<file path="src/hdl/rv_isa_pkg.sv">
// RV32IM execute encodings
package rv_isa_pkg;

    // Exact ALU operation
    typedef enum logic [4:0] {
        ALU_ADD    = 5'd0,
        ALU_SUB    = 5'd1,
        ALU_SLL    = 5'd2,
        ALU_SLT    = 5'd3,
        ALU_SLTU   = 5'd4,
        ALU_XOR    = 5'd5,
        ALU_SRL    = 5'd6,
        ALU_SRA    = 5'd7,
        ALU_OR     = 5'd8,
        ALU_AND    = 5'd9,
        ALU_MUL    = 5'd10,
        ALU_MULH   = 5'd11,
        ALU_MULHSU = 5'd12,
        ALU_MULHU  = 5'd13,
        ALU_DIV    = 5'd14,  // Iterative and holds the pipeline
        ALU_DIVU   = 5'd15,
        ALU_REM    = 5'd16,
        ALU_REMU   = 5'd17
    } alu_op_t;

    // Operand class that picks the ALU operand sources
    typedef enum logic [2:0] {
        OPC_LDST    = 3'b000,  // rs1 + imm
        OPC_BRANCH  = 3'b001,  // rs1 vs rs2
        OPC_REG_IMM = 3'b010,  // rs1 op (rs2 or imm)
        OPC_JAL     = 3'b011,  // Link value pc + 4
        OPC_LUI     = 3'b100,
        OPC_AUIPC   = 3'b101,
        OPC_JALR    = 3'b111
    } op_class_t;

    // Branch type in funct3 encoding
    typedef enum logic [2:0] {
        BR_BEQ  = 3'b000,
        BR_BNE  = 3'b001,
        BR_BLT  = 3'b100,
        BR_BGE  = 3'b101,
        BR_BLTU = 3'b110,
        BR_BGEU = 3'b111
    } branch_t;

    // The four codes served by the divider
    function automatic logic is_div_op(input alu_op_t op);
        return op inside {ALU_DIV, ALU_DIVU, ALU_REM, ALU_REMU};
    endfunction

endpackage

</file>
<file path="src/hdl/rv_pipe_pkg.sv">
// Pipeline stage bundles
package rv_pipe_pkg;

    // Decoded instruction entering execute
    typedef struct packed {
        logic                  valid;        // Single-cycle strobe
        logic [4:0]            rs1_addr;
        logic [4:0]            rs2_addr;
        logic [31:0]           rs1_value;    // Register file read data
        logic [31:0]           rs2_value;
        logic [31:0]           imm;
        logic [31:0]           pc;
        logic                  alu_src;      // 1 selects imm for R/I ops
        rv_isa_pkg::op_class_t op_class;
        rv_isa_pkg::alu_op_t   alu_op;
        rv_isa_pkg::branch_t   branch_type;
        logic                  is_branch;
        logic                  mem_write;
        logic                  mem_read;
        logic                  reg_write;
        logic                  mem_to_reg;
        logic [4:0]            reg_dest;
    } id_ex_t;

    // Forwarding source from a later stage
    typedef struct packed {
        logic        reg_write;
        logic [4:0]  reg_dest;
        logic [31:0] data;
    } fwd_src_t;

    // Execute result towards memory stage
    typedef struct packed {
        logic        valid;
        logic [31:0] result;
        logic [31:0] rs2_value;      // Store data
        logic        mem_write;
        logic        mem_read;
        logic        reg_write;
        logic        mem_to_reg;
        logic [4:0]  reg_dest;
        logic        branch_taken;   // Also set for JAL and JALR
        logic [31:0] branch_target;
    } ex_mem_t;

endpackage

</file>
<file path="src/hdl/rv_forward_unit.sv">
// Operand forwarding
module rv_forward_unit #(
    parameter int XLEN = 32
) (
    input  rv_pipe_pkg::id_ex_t   id_in,
    input  rv_pipe_pkg::fwd_src_t ex_mem_fwd,
    input  rv_pipe_pkg::fwd_src_t mem_wb_fwd,
    output rv_pipe_pkg::id_ex_t   id_fwd
);
    import rv_pipe_pkg::*;

    logic [XLEN-1:0] rs1_fwd;
    logic [XLEN-1:0] rs2_fwd;

    // Source writes the register being read and is not x0
    function automatic logic src_hit(input fwd_src_t src, input logic [4:0] addr);
        return src.reg_write && (src.reg_dest != 5'd0) && (src.reg_dest == addr);
    endfunction

    function automatic logic [XLEN-1:0] pick(
        input logic [4:0]      addr,
        input logic [XLEN-1:0] rf_value,
        input fwd_src_t        ex_src,
        input fwd_src_t        wb_src
    );
        if (src_hit(ex_src, addr))
            return ex_src.data;      // Youngest value wins
        else if (src_hit(wb_src, addr))
            return wb_src.data;
        else
            return rf_value;
    endfunction

    assign rs1_fwd = pick(id_in.rs1_addr, id_in.rs1_value, ex_mem_fwd, mem_wb_fwd);
    assign rs2_fwd = pick(id_in.rs2_addr, id_in.rs2_value, ex_mem_fwd, mem_wb_fwd);

    always_comb
    begin
        id_fwd           = id_in;
        id_fwd.rs1_value = rs1_fwd;
        id_fwd.rs2_value = rs2_fwd;
    end

endmodule

</file>
<file path="src/hdl/rv_alu.sv">
// ALU with multiplier and divider
module rv_alu #(
    parameter int XLEN = 32
) (
    input  logic                clk,
    input  logic                rst,
    input  rv_isa_pkg::alu_op_t alu_op,
    input  logic                start,
    input  logic [XLEN-1:0]     a,
    input  logic [XLEN-1:0]     b,
    output logic [XLEN-1:0]     result,
    output logic                zero,
    output logic                less_signed,
    output logic                less_unsigned,
    output logic                busy
);
    import rv_isa_pkg::*;

    localparam int SHW  = $clog2(XLEN);
    localparam int CNTW = $clog2(XLEN + 1);

    logic [XLEN-1:0]          diff;
    logic [SHW-1:0]           shamt;
    logic                     a_sgn;
    logic                     b_sgn;
    logic signed [2*XLEN+1:0] product;

    logic                     running;
    logic [CNTW-1:0]          count;
    logic                     div_signed;
    logic                     a_neg;
    logic                     b_neg;
    logic [XLEN-1:0]          quo_q;    // Dividend shifts out as the quotient shifts in
    logic [XLEN-1:0]          rem_q;
    logic [XLEN-1:0]          dvs_q;
    logic                     neg_quo;
    logic                     neg_rem;
    logic [XLEN:0]            rem_shift;
    logic [XLEN:0]            rem_trial;
    logic [XLEN-1:0]          quo_out;
    logic [XLEN-1:0]          rem_out;

    assign diff          = a - b;
    assign shamt         = b[SHW-1:0];
    assign zero          = (diff == '0);
    assign less_signed   = $signed(a) < $signed(b);
    assign less_unsigned = a < b;

    // One signed XLEN+1 multiplier covers all four variants
    assign a_sgn   = (alu_op == ALU_MULH) || (alu_op == ALU_MULHSU);
    assign b_sgn   = (alu_op == ALU_MULH);
    assign product = $signed({a_sgn & a[XLEN-1], a}) * $signed({b_sgn & b[XLEN-1], b});

    assign div_signed = (alu_op == ALU_DIV) || (alu_op == ALU_REM);
    assign a_neg      = div_signed & a[XLEN-1];
    assign b_neg      = div_signed & b[XLEN-1];

    assign rem_shift = {rem_q, quo_q[XLEN-1]};
    assign rem_trial = rem_shift - {1'b0, dvs_q};

    always_ff @(posedge clk or posedge rst)
    begin
        if (rst)
        begin
            running <= 1'b0;
            count   <= '0;
        end
        else if (start)
        begin
            running <= 1'b1;
            count   <= CNTW'(XLEN);
        end
        else if (running)
        begin
            count <= count - 1'b1;
            if (count == CNTW'(1))
                running <= 1'b0;    // Last quotient bit this edge
        end
    end

    // Restoring shift-subtract on magnitudes
    always_ff @(posedge clk)
    begin
        if (start)
        begin
            quo_q   <= a_neg ? -a : a;
            dvs_q   <= b_neg ? -b : b;
            rem_q   <= '0;
            neg_quo <= (a_neg ^ b_neg) && (b != '0);  // x/0 stays all ones
            neg_rem <= a_neg;                         // Remainder takes dividend sign
        end
        else if (running)
        begin
            if (!rem_trial[XLEN])
            begin
                rem_q <= rem_trial[XLEN-1:0];
                quo_q <= {quo_q[XLEN-2:0], 1'b1};
            end
            else
            begin
                rem_q <= rem_shift[XLEN-1:0];
                quo_q <= {quo_q[XLEN-2:0], 1'b0};
            end
        end
    end

    assign quo_out = neg_quo ? -quo_q : quo_q;
    assign rem_out = neg_rem ? -rem_q : rem_q;
    assign busy    = start | running;

    always_comb
    begin
        case (alu_op)
            ALU_ADD:    result = a + b;
            ALU_SUB:    result = diff;
            ALU_SLL:    result = a << shamt;
            ALU_SLT:    result = XLEN'(less_signed);
            ALU_SLTU:   result = XLEN'(less_unsigned);
            ALU_XOR:    result = a ^ b;
            ALU_SRL:    result = a >> shamt;
            ALU_SRA:    result = $signed(a) >>> shamt;
            ALU_OR:     result = a | b;
            ALU_AND:    result = a & b;
            ALU_MUL:    result = product[XLEN-1:0];
            ALU_MULH,
            ALU_MULHSU,
            ALU_MULHU:  result = product[2*XLEN-1:XLEN];
            ALU_DIV,
            ALU_DIVU:   result = quo_out;
            ALU_REM,
            ALU_REMU:   result = rem_out;
            default:    result = '0;
        endcase
    end

endmodule

</file>
<file path="src/hdl/rv_branch_unit.sv">
// Branch decision
module rv_branch_unit (
    input  logic                is_branch,
    input  rv_isa_pkg::branch_t branch_type,
    input  logic                zero,
    input  logic                less_signed,
    input  logic                less_unsigned,
    output logic                taken
);
    import rv_isa_pkg::*;

    logic cond;

    // Flags come from rs1 - rs2 comparison
    always_comb
    begin
        case (branch_type)
            BR_BEQ:  cond = zero;
            BR_BNE:  cond = !zero;
            BR_BLT:  cond = less_signed;
            BR_BGE:  cond = !less_signed;
            BR_BLTU: cond = less_unsigned;
            BR_BGEU: cond = !less_unsigned;
            default: cond = 1'b0;    // Reserved funct3
        endcase
    end

    assign taken = is_branch && cond;

endmodule

</file>
<file path="src/hdl/rv_execute.sv">
// Execute stage
module rv_execute #(
    parameter int XLEN = 32
) (
    input  logic                 clk,
    input  logic                 rst,
    input  logic                 stall,
    input  rv_pipe_pkg::id_ex_t  id_in,
    output rv_pipe_pkg::ex_mem_t ex_out,
    output logic                 busy
);
    import rv_isa_pkg::*;
    import rv_pipe_pkg::*;

    id_ex_t          id_q;
    logic            load;
    logic            div_start;
    logic            is_jump;
    alu_op_t         alu_op_eff;
    logic [XLEN-1:0] op_a;
    logic [XLEN-1:0] op_b;
    logic [XLEN-1:0] alu_result;
    logic            alu_zero;
    logic            alu_lt;
    logic            alu_ltu;
    logic            br_taken;
    logic [XLEN-1:0] target_sum;

    assign load = !stall && !busy;

    // ID/EX register
    always_ff @(posedge clk or posedge rst)
    begin
        if (rst)
            id_q <= '0;
        else if (load)
            id_q <= id_in;
    end

    // One-cycle divider kick on capture
    always_ff @(posedge clk or posedge rst)
    begin
        if (rst)
            div_start <= 1'b0;
        else
            div_start <= load && id_in.valid && (id_in.op_class == OPC_REG_IMM)
                         && is_div_op(id_in.alu_op);
    end

    assign is_jump = (id_q.op_class == OPC_JAL) || (id_q.op_class == OPC_JALR);

    // Only R/I ops use the decoded operation
    always_comb
    begin
        case (id_q.op_class)
            OPC_REG_IMM: alu_op_eff = id_q.alu_op;
            OPC_BRANCH:  alu_op_eff = ALU_SUB;
            default:     alu_op_eff = ALU_ADD;
        endcase
    end

    // Operand sources by class
    always_comb
    begin
        case (id_q.op_class)
            OPC_LDST,
            OPC_BRANCH,
            OPC_REG_IMM: op_a = id_q.rs1_value;
            OPC_LUI:     op_a = id_q.imm;
            OPC_AUIPC,
            OPC_JAL,
            OPC_JALR:    op_a = id_q.pc;
            default:     op_a = '0;
        endcase
        case (id_q.op_class)
            OPC_LDST,
            OPC_AUIPC:   op_b = id_q.imm;
            OPC_BRANCH:  op_b = id_q.rs2_value;
            OPC_REG_IMM: op_b = id_q.alu_src ? id_q.imm : id_q.rs2_value;
            OPC_JAL,
            OPC_JALR:    op_b = XLEN'(4);  // Link address
            default:     op_b = '0;
        endcase
    end

    rv_alu #(
        .XLEN (XLEN)
    ) i_alu (
        .clk           (clk),
        .rst           (rst),
        .alu_op        (alu_op_eff),
        .start         (div_start),
        .a             (op_a),
        .b             (op_b),
        .result        (alu_result),
        .zero          (alu_zero),
        .less_signed   (alu_lt),
        .less_unsigned (alu_ltu),
        .busy          (busy)
    );

    rv_branch_unit i_branch (
        .is_branch     (id_q.is_branch),
        .branch_type   (id_q.branch_type),
        .zero          (alu_zero),
        .less_signed   (alu_lt),
        .less_unsigned (alu_ltu),
        .taken         (br_taken)
    );

    // JALR target is rs1 based and halfword aligned
    assign target_sum = ((id_q.op_class == OPC_JALR) ? id_q.rs1_value : id_q.pc) + id_q.imm;

    always_comb
    begin
        ex_out.valid         = id_q.valid && !busy && !stall;  // One issue per capture
        ex_out.result        = alu_result;
        ex_out.rs2_value     = id_q.rs2_value;
        ex_out.mem_write     = id_q.mem_write;
        ex_out.mem_read      = id_q.mem_read;
        ex_out.reg_write     = id_q.reg_write;
        ex_out.mem_to_reg    = id_q.mem_to_reg;
        ex_out.reg_dest      = id_q.reg_dest;
        ex_out.branch_taken  = is_jump || br_taken;
        ex_out.branch_target = {target_sum[XLEN-1:1],
                                target_sum[0] && (id_q.op_class != OPC_JALR)};
    end

endmodule

</file>
<file path="src/hdl/rv_ex_top.sv">
// Execute stage top level
module rv_ex_top #(
    parameter int XLEN = 32
) (
    input  logic                  clk,
    input  logic                  rst,
    input  logic                  stall,
    input  rv_pipe_pkg::id_ex_t   id_in,
    input  rv_pipe_pkg::fwd_src_t ex_mem_fwd,
    input  rv_pipe_pkg::fwd_src_t mem_wb_fwd,
    output rv_pipe_pkg::ex_mem_t  ex_out,
    output logic                  busy
);
    import rv_pipe_pkg::*;

    id_ex_t id_fwd;    // Bundle with bypassed operands

    rv_forward_unit #(
        .XLEN (XLEN)
    ) i_forward (
        .id_in      (id_in),
        .ex_mem_fwd (ex_mem_fwd),
        .mem_wb_fwd (mem_wb_fwd),
        .id_fwd     (id_fwd)
    );

    rv_execute #(
        .XLEN (XLEN)
    ) i_execute (
        .clk    (clk),
        .rst    (rst),
        .stall  (stall),
        .id_in  (id_fwd),
        .ex_out (ex_out),
        .busy   (busy)
    );

endmodule

</file>
<file path="config.mk">
export PLATFORM = sky130hd
export DESIGN_NAME = rv_ex_top
export DESIGN_NICKNAME = d
export VERILOG_FILES = /design/src/hdl/rv_isa_pkg.sv /design/src/hdl/rv_pipe_pkg.sv /design/src/hdl/rv_forward_unit.sv /design/src/hdl/rv_alu.sv /design/src/hdl/rv_branch_unit.sv /design/src/hdl/rv_execute.sv /design/src/hdl/rv_ex_top.sv
export SDC_FILE = /design/constraint.sdc
export NUM_CORES = 2
export LEC_CHECK = 0
export ABC_AREA = 1
export ABC_CLOCK_PERIOD_IN_PS = 8700
export BUFFER_PORTS_ARGS = -buffer_cell sky130_fd_sc_hd__buf_2
export CORE_ASPECT_RATIO = 1.4
export CORE_MARGIN = 2
export CORE_UTILIZATION = 50
export DETAILED_ROUTE_END_ITERATION = 7
export PLACE_DENSITY_LB_ADDON = 0.12
export SLEW_MARGIN = 40
export SYNTH_ARGS = -nofsm -noshare
export SYNTH_HDL_FRONTEND = slang
export SYNTH_SLANG_ARGS = --single-unit
</file>
<file path="constraint.sdc">
create_clock -name clk -period 8.7 [get_ports clk]
set_input_delay 0.435 -clock clk [delete_from_list [all_inputs] [get_ports clk]]
set_output_delay 0.435 -clock clk [all_outputs]
set_load 0.01 [all_outputs]
</file>
======== Yosys cells after proc, flatten, opt, wreduce, memory -nomap -nowiden ========
Cells that the tools add are included.
Widths: inputs -> output; s select.
word-level totals
  flip-flop bits (word level) ............. 257
  bits of input ports ..................... 240
  word-level logic and storage cells ...... 150
  output and inout port bits .............. 108
operators by class
  $lt $le $gt $ge ......................... 2
  reduce and logical (&&, ||, !) cells .... 40
  bitwise operators ....................... 9
  mux-type cells .......................... 24
  multipliers ............................. 1
  add/sub/neg operators ................... 9
  shift-type cells ........................ 3
  eq/ne operators ......................... 39
operator list
  cell                number
  $pmux 32 s14        1
  $mux 32             13
  $neg 32->32         4
  $pmux 32 s4         1
  $pmux 32 s3         1
  $add 32x32->32      2
  $lt 32x32->1        2
  $mul 33x33->64      1
  $eq 5x4->1 const B  10
  $sub 33x32->33      1
  $and 32x32->32      1
  $logic_not 32->1    1
  $or 32x32->32       1
  $reduce_bool 32->1  1
  $shl 32x5->32       1
  $shr 32x5->32       1
  $sshr 32x5->32      1
  $sub 32x32->32      1
  $xor 32x32->32      1
  $eq 3x3->1 const B  7
  $eq 5x3->1 const B  4
  $eq 5x5->1          4
  $eq 5x5->1 const B  4
  $logic_and 1x1->1   15
  23 further kinds    48

======== Logic depth before layout (Yosys ltp) ========
  depth after elaboration ................. 9
  gate-level depth with buffers ........... 44
  gate-level depth less buffers ........... 40

======== Cells and area by module ========
Synthesis repeated with hierarchy kept, for this count alone.
unflattened totals
  cells, all modules ...................... 9712
  area, all modules ....................... 69480.4 µm²
modules (own cells, without submodules)
  module           times used  sequential area each (µm²)  cells an instance  area an instance (µm²)
  rv_alu           1           2797.7                      7670               56586.8
  rv_execute       1           3803.6                      1402               9621.7
  rv_forward_unit  1           0.0                         623                3198.1
  rv_branch_unit   1           0.0                         17                 73.8

======== Worst setup path before layout ========
No wires, ideal clock.
  path kind ............................... flip-flop to output port
  start point ............................. register i_execute.id_q[20] (netlist name)
  end point ............................... output port ex_out[104] (netlist name)
  arrival time ............................ 8.801 ns
  buffers on the path ..................... 3
  slack ................................... -0.536 ns
  stages on the path, launching flop included .. 40
  required time ........................... 8.265 ns
  path through ............................ dfrtp_1 -> nor3_4 -> nand2_1 -> nand2_1 -> buf_2 -> inv_1 -> nand2_1 -> o21ai_1 -> buf_2 -> inv_1 -> clkbuf_1 -> nor2_1 -> fa_1 -> inv_1 -> fa_1 -> inv_1 -> fa_1 -> inv_1 -> [4 not listed] -> fa_1 -> inv_1 -> fa_1 -> inv_1 -> ha_1 -> nand2_1 -> nor2_1 -> inv_1 -> nor2_1 -> inv_1 -> nor4_1 -> nand2_1 -> nand2_1 -> nand2_1 -> nand3_1 -> nand3_1 -> nor2_1 -> nand4_1
RTL lines
  item                    RTL line          text
  from (decl)             rv_execute.sv:15  id_ex_t id_q;
  from (signal assigned)  rv_execute.sv:37  id_q <= id_in;
  to (decl)               rv_ex_top.sv:11   output rv_pipe_pkg::ex_mem_t ex_out,

==> metrics.md <==
| Metric | Value |
|---|---|
| Status | `finished with violations` |
| Violated checks | `design-rule violations, negative setup slack` |
| Top fanout value on the critical path | `8` |
| Layout Skew | `0.0277 ns` |
| Number of global-route vias before repair | `82512` |
| Largest buffer count on any clock path | `3` |
| Detailed-router iteration count before antenna repair | `8` |
| Remaining global-route overflow | `0` |
| Number of antenna-violating nets in the routed design | `0` |
| Clock Sink Count | `257` |
| Number of enable-type register cells in the synthesized netlist | `66` |
| Post-synthesis average cell area | `7.00 um^2` |
| TritonCTS clock tree | `yes` |
| Signed area change from the synthesized netlist to the final layout | `27.4%` |
| Slowest-stage cell, CP | `sky130_fd_sc_hd__fa_1` |
| Portion of the clock cycle consumed by the worst path in the final layout | `1.21` |
| Fill cell instance count of the final layout | `11492` |
| Start-to-end type of the worst setup path | `flip-flop to output port` |
| Worst min-delay path class | `input port to flip-flop` |
| Final-layout worst hold slack | `0.00816 ns` |
| Latest clock arrival within the worst-skew pair | `0.72 ns` |
| Fraction of registers with async set/reset | `0.619` |
| Sequential cell area | `6610 um^2` |
| Initial Util | `0.502` |
| Critical path launch point type | `flip-flop` |
| Number of antenna violations at the first check in global routing | `40` |
| Die H | `443 um` |
| Post-route insts no fill | `12980` |
| Number of cell rows | `161` |
| Final Hold Violating Endpoints | `0` |
| Worst-path clk slew | `0.06 ns` |
| Dominant cell by count in the synthesized netlist | `sky130_fd_sc_hd__nand2_1` |
| Unrepaired setup endpoints after global routing | `true` |
| Number of vias per cell after detailed routing | `6.19` |
| H-tree depth reported by CTS | `1` |
| Routed wirelength normalized by instance count | `31.0 um` |
| RD Place Congestion | `1.18` |
| Root buffer cell | `sky130_fd_sc_hd__clkbuf_16` |
| Area occupied by multi-input gates | `56000 um^2` |
| Worst hold path stage count | `3` |
| Seq cells post-synth | `257` |
| Number of DRC markers in iteration 0 | `11189` |
| Total instance count after detailed placement | `12674` |
| Number of distinct standard cells referenced by the synthesized netlist | `63` |
| Pin count of the biggest net entering global routing | `251` |
| Overall die area | `141000 um^2` |
| Synth warnings | `0` |
| Upper clock frequency limit | `0.0952 GHz` |
| Final critical delay including setup and external delays | `10.50 ns` |
| Kind of end point of the critical path | `output port` |
| Fraction of final layout cells sized beyond drive strength 1 | `0.221` |
| Cells after synthesis | `9839` |
| Worst-Margin Slew | `1.05 ns` |
| Placed wire-length estimate | `324000 um` |
| Number of maximum-capacitance violations | `0` |
| Share of the yosys chip area belonging to registers | `0.0958` |
| Final net count | `12881` |
| Drt total wl | `402000 um` |
| Number of vias in the routed layout | `80328` |
| Global-route usage over all layers | `0.562` |
| Std-Cell Core Area | `137000 um^2` |
| Cell type with the largest total area after synthesis | `sky130_fd_sc_hd__fa_1` |
| Headroom to the max-slew limit | `0.301` |
| Top-level I/O count | `348` |
| Count of input and output buffers | `347` |
| Syn nets | `11586` |
| Fraction of post-synthesis cell area in the top cell type by area | `0.328` |
| # setup viols final | `32` |
| Post-synthesis instance area | `68900 um^2` |
| Residual DRC | `24` |
| Worst Setup Slack, final | `-1.80 ns` |
| Length in cells of the worst reg-to-reg path | `20` |
| Most used standard cells in the synthesized netlist | `sky130_fd_sc_hd__nand2_1, sky130_fd_sc_hd__inv_1, sky130_fd_sc_hd__fa_1, sky130_fd_sc_hd__nor2_1, sky130_fd_sc_hd__o21ai_0` |
| Top cells by area, synth | `sky130_fd_sc_hd__fa_1, sky130_fd_sc_hd__nand2_1, sky130_fd_sc_hd__inv_1` |
| CTS Buf Count | `31` |
| Floorplan die width | `318 um` |
| Wire length of the first global-routing pass | `566000 um` |
| Data arrival, critical path | `10.07 ns` |
| Most common flop cell mapped by yosys | `sky130_fd_sc_hd__dfrtp_1` |
| Number of pins with negative max-slew slack in the final report | `0` |
| Largest incremental delay on the critical path | `0.69 ns` |
| Data required time of the worst path | `8.27 ns` |
| Most frequent cell on the critical path | `sky130_fd_sc_hd__fa_1` |
## sequential cells by signal, indices dropped and copies added (netlist names)
name / count
i_execute.ex_out: 41
i_execute.i_alu.running: 1
i_execute.i_alu.count: 6
i_execute.i_alu.dvs_q: 32
i_execute.i_alu.neg_quo: 1
i_execute.id_q: 110
i_execute.i_alu.rem_q: 32
i_execute.i_alu.neg_rem: 1
i_execute.div_start: 1
i_execute.i_alu.quo_q: 32
## area by class of cell
type                    instances  share of cell area
well taps                    1793              0.0255
clock buffers                  43              0.0106
clock inverters                13             0.00207
repair buffers               1720               0.162
flip-flops and latches        257              0.0752
multi-input cells            7131               0.638
inverters                    1993              0.0861
diodes                         30            0.000855
## worst paths after layout
| kind | from | end | slack [ns] |
|---|---|---|---|
| max reg2reg | i_execute.id_q[20] | i_execute.i_alu.dvs_q[17] | 3.94 |
| max in group asynchronous | rst | i_execute.div_start | 7.08 |
| max | i_execute.id_q[20] | ex_out[101] | -1.80 |
| min in group asynchronous | rst | i_execute.id_q[125] | 0.41 |
| min | id_in[62] | i_execute.id_q[62] | 0.008 |
| min reg2reg | i_execute.i_alu.rem_q[31] | i_execute.i_alu.rem_q[31] | 0.48 |
## critical path: cells and delay by family, from the launching register on
family / cells / cell delay (ns)
fa+ha+maj: 9 / 4.47
buf+inv: 15 / 2.15
flops: 1 / 0.45
compound gates: 6 / 1.16
simple gates: 9 / 1.08
## logic make-up (layout without fill, tap and decap cells)
family / after synthesis / in the layout / share of synthesized area
AOI/OAI and AO/OA: 1166 / 1166 / 0.0947
xor gates and xnor gates: 164 / 164 / 0.0208
adders and majority gates: 1507 / 1507 / 0.397
buffers and inverters: 2451 / 3769 / 0.137
DFF: 257 / 257 / 0.0958
other: 0 / 30 / 0
and+or+nand+nor: 4294 / 4294 / 0.255
## per-layer routing
layer  part of all wire  vias to the layer above  track usage
met3               0.13                     3109        0.217
met2               0.43                     6879        0.859
met1               0.29                    37748        0.550
met5            0.00027                        -      0.00205
li1                   -                    32578            -
met4               0.15                       14        0.642
## layout by cell type (no fill, tap or decap), types with 111 or more instances in the layout
cell	count
sky130_fd_sc_hd__a21oi_1	238
sky130_fd_sc_hd__buf_2	334
sky130_fd_sc_hd__buf_4	1090
sky130_fd_sc_hd__buf_6	111
sky130_fd_sc_hd__dfrtp_1	155
sky130_fd_sc_hd__fa_1	1061
sky130_fd_sc_hd__ha_1	326
sky130_fd_sc_hd__inv_1	1847
sky130_fd_sc_hd__inv_2	115
sky130_fd_sc_hd__nand2_1	2500
sky130_fd_sc_hd__nand3_1	462
sky130_fd_sc_hd__nor2_1	764
sky130_fd_sc_hd__o21ai_0	489
sky130_fd_sc_hd__xor2_1	124
## what timing repair did
item | in CTS | in global routing
setup endpoints to repair | 32 | 32
pin swaps | 152 | 173
cloned | 4 | 0
hold buffers | 57 | 0
buffers inserted | 91 | 79
gates resized for setup | 630 | 309
endpoints found under the hold margin | 145 | 0
## stage by stage
step,util,worst slack (ns),TNS [ns],instance area [um^2]
after detailed placement,0.593,-1.51,-33.60,81300
after CTS,0.627,-1.43,-35.13,86100
after floorplan,-,-0.0409,-0.0786,69100
after global routing,0.640,-1.87,-50.12,87800
final,0.640,-1.80,-45.62,87800
after global placement,0.592,-1.47,-30.26,81300
Power is not shown: default switching activity piles up to over one toggle a cycle in this logic, so the estimate is an artifact.
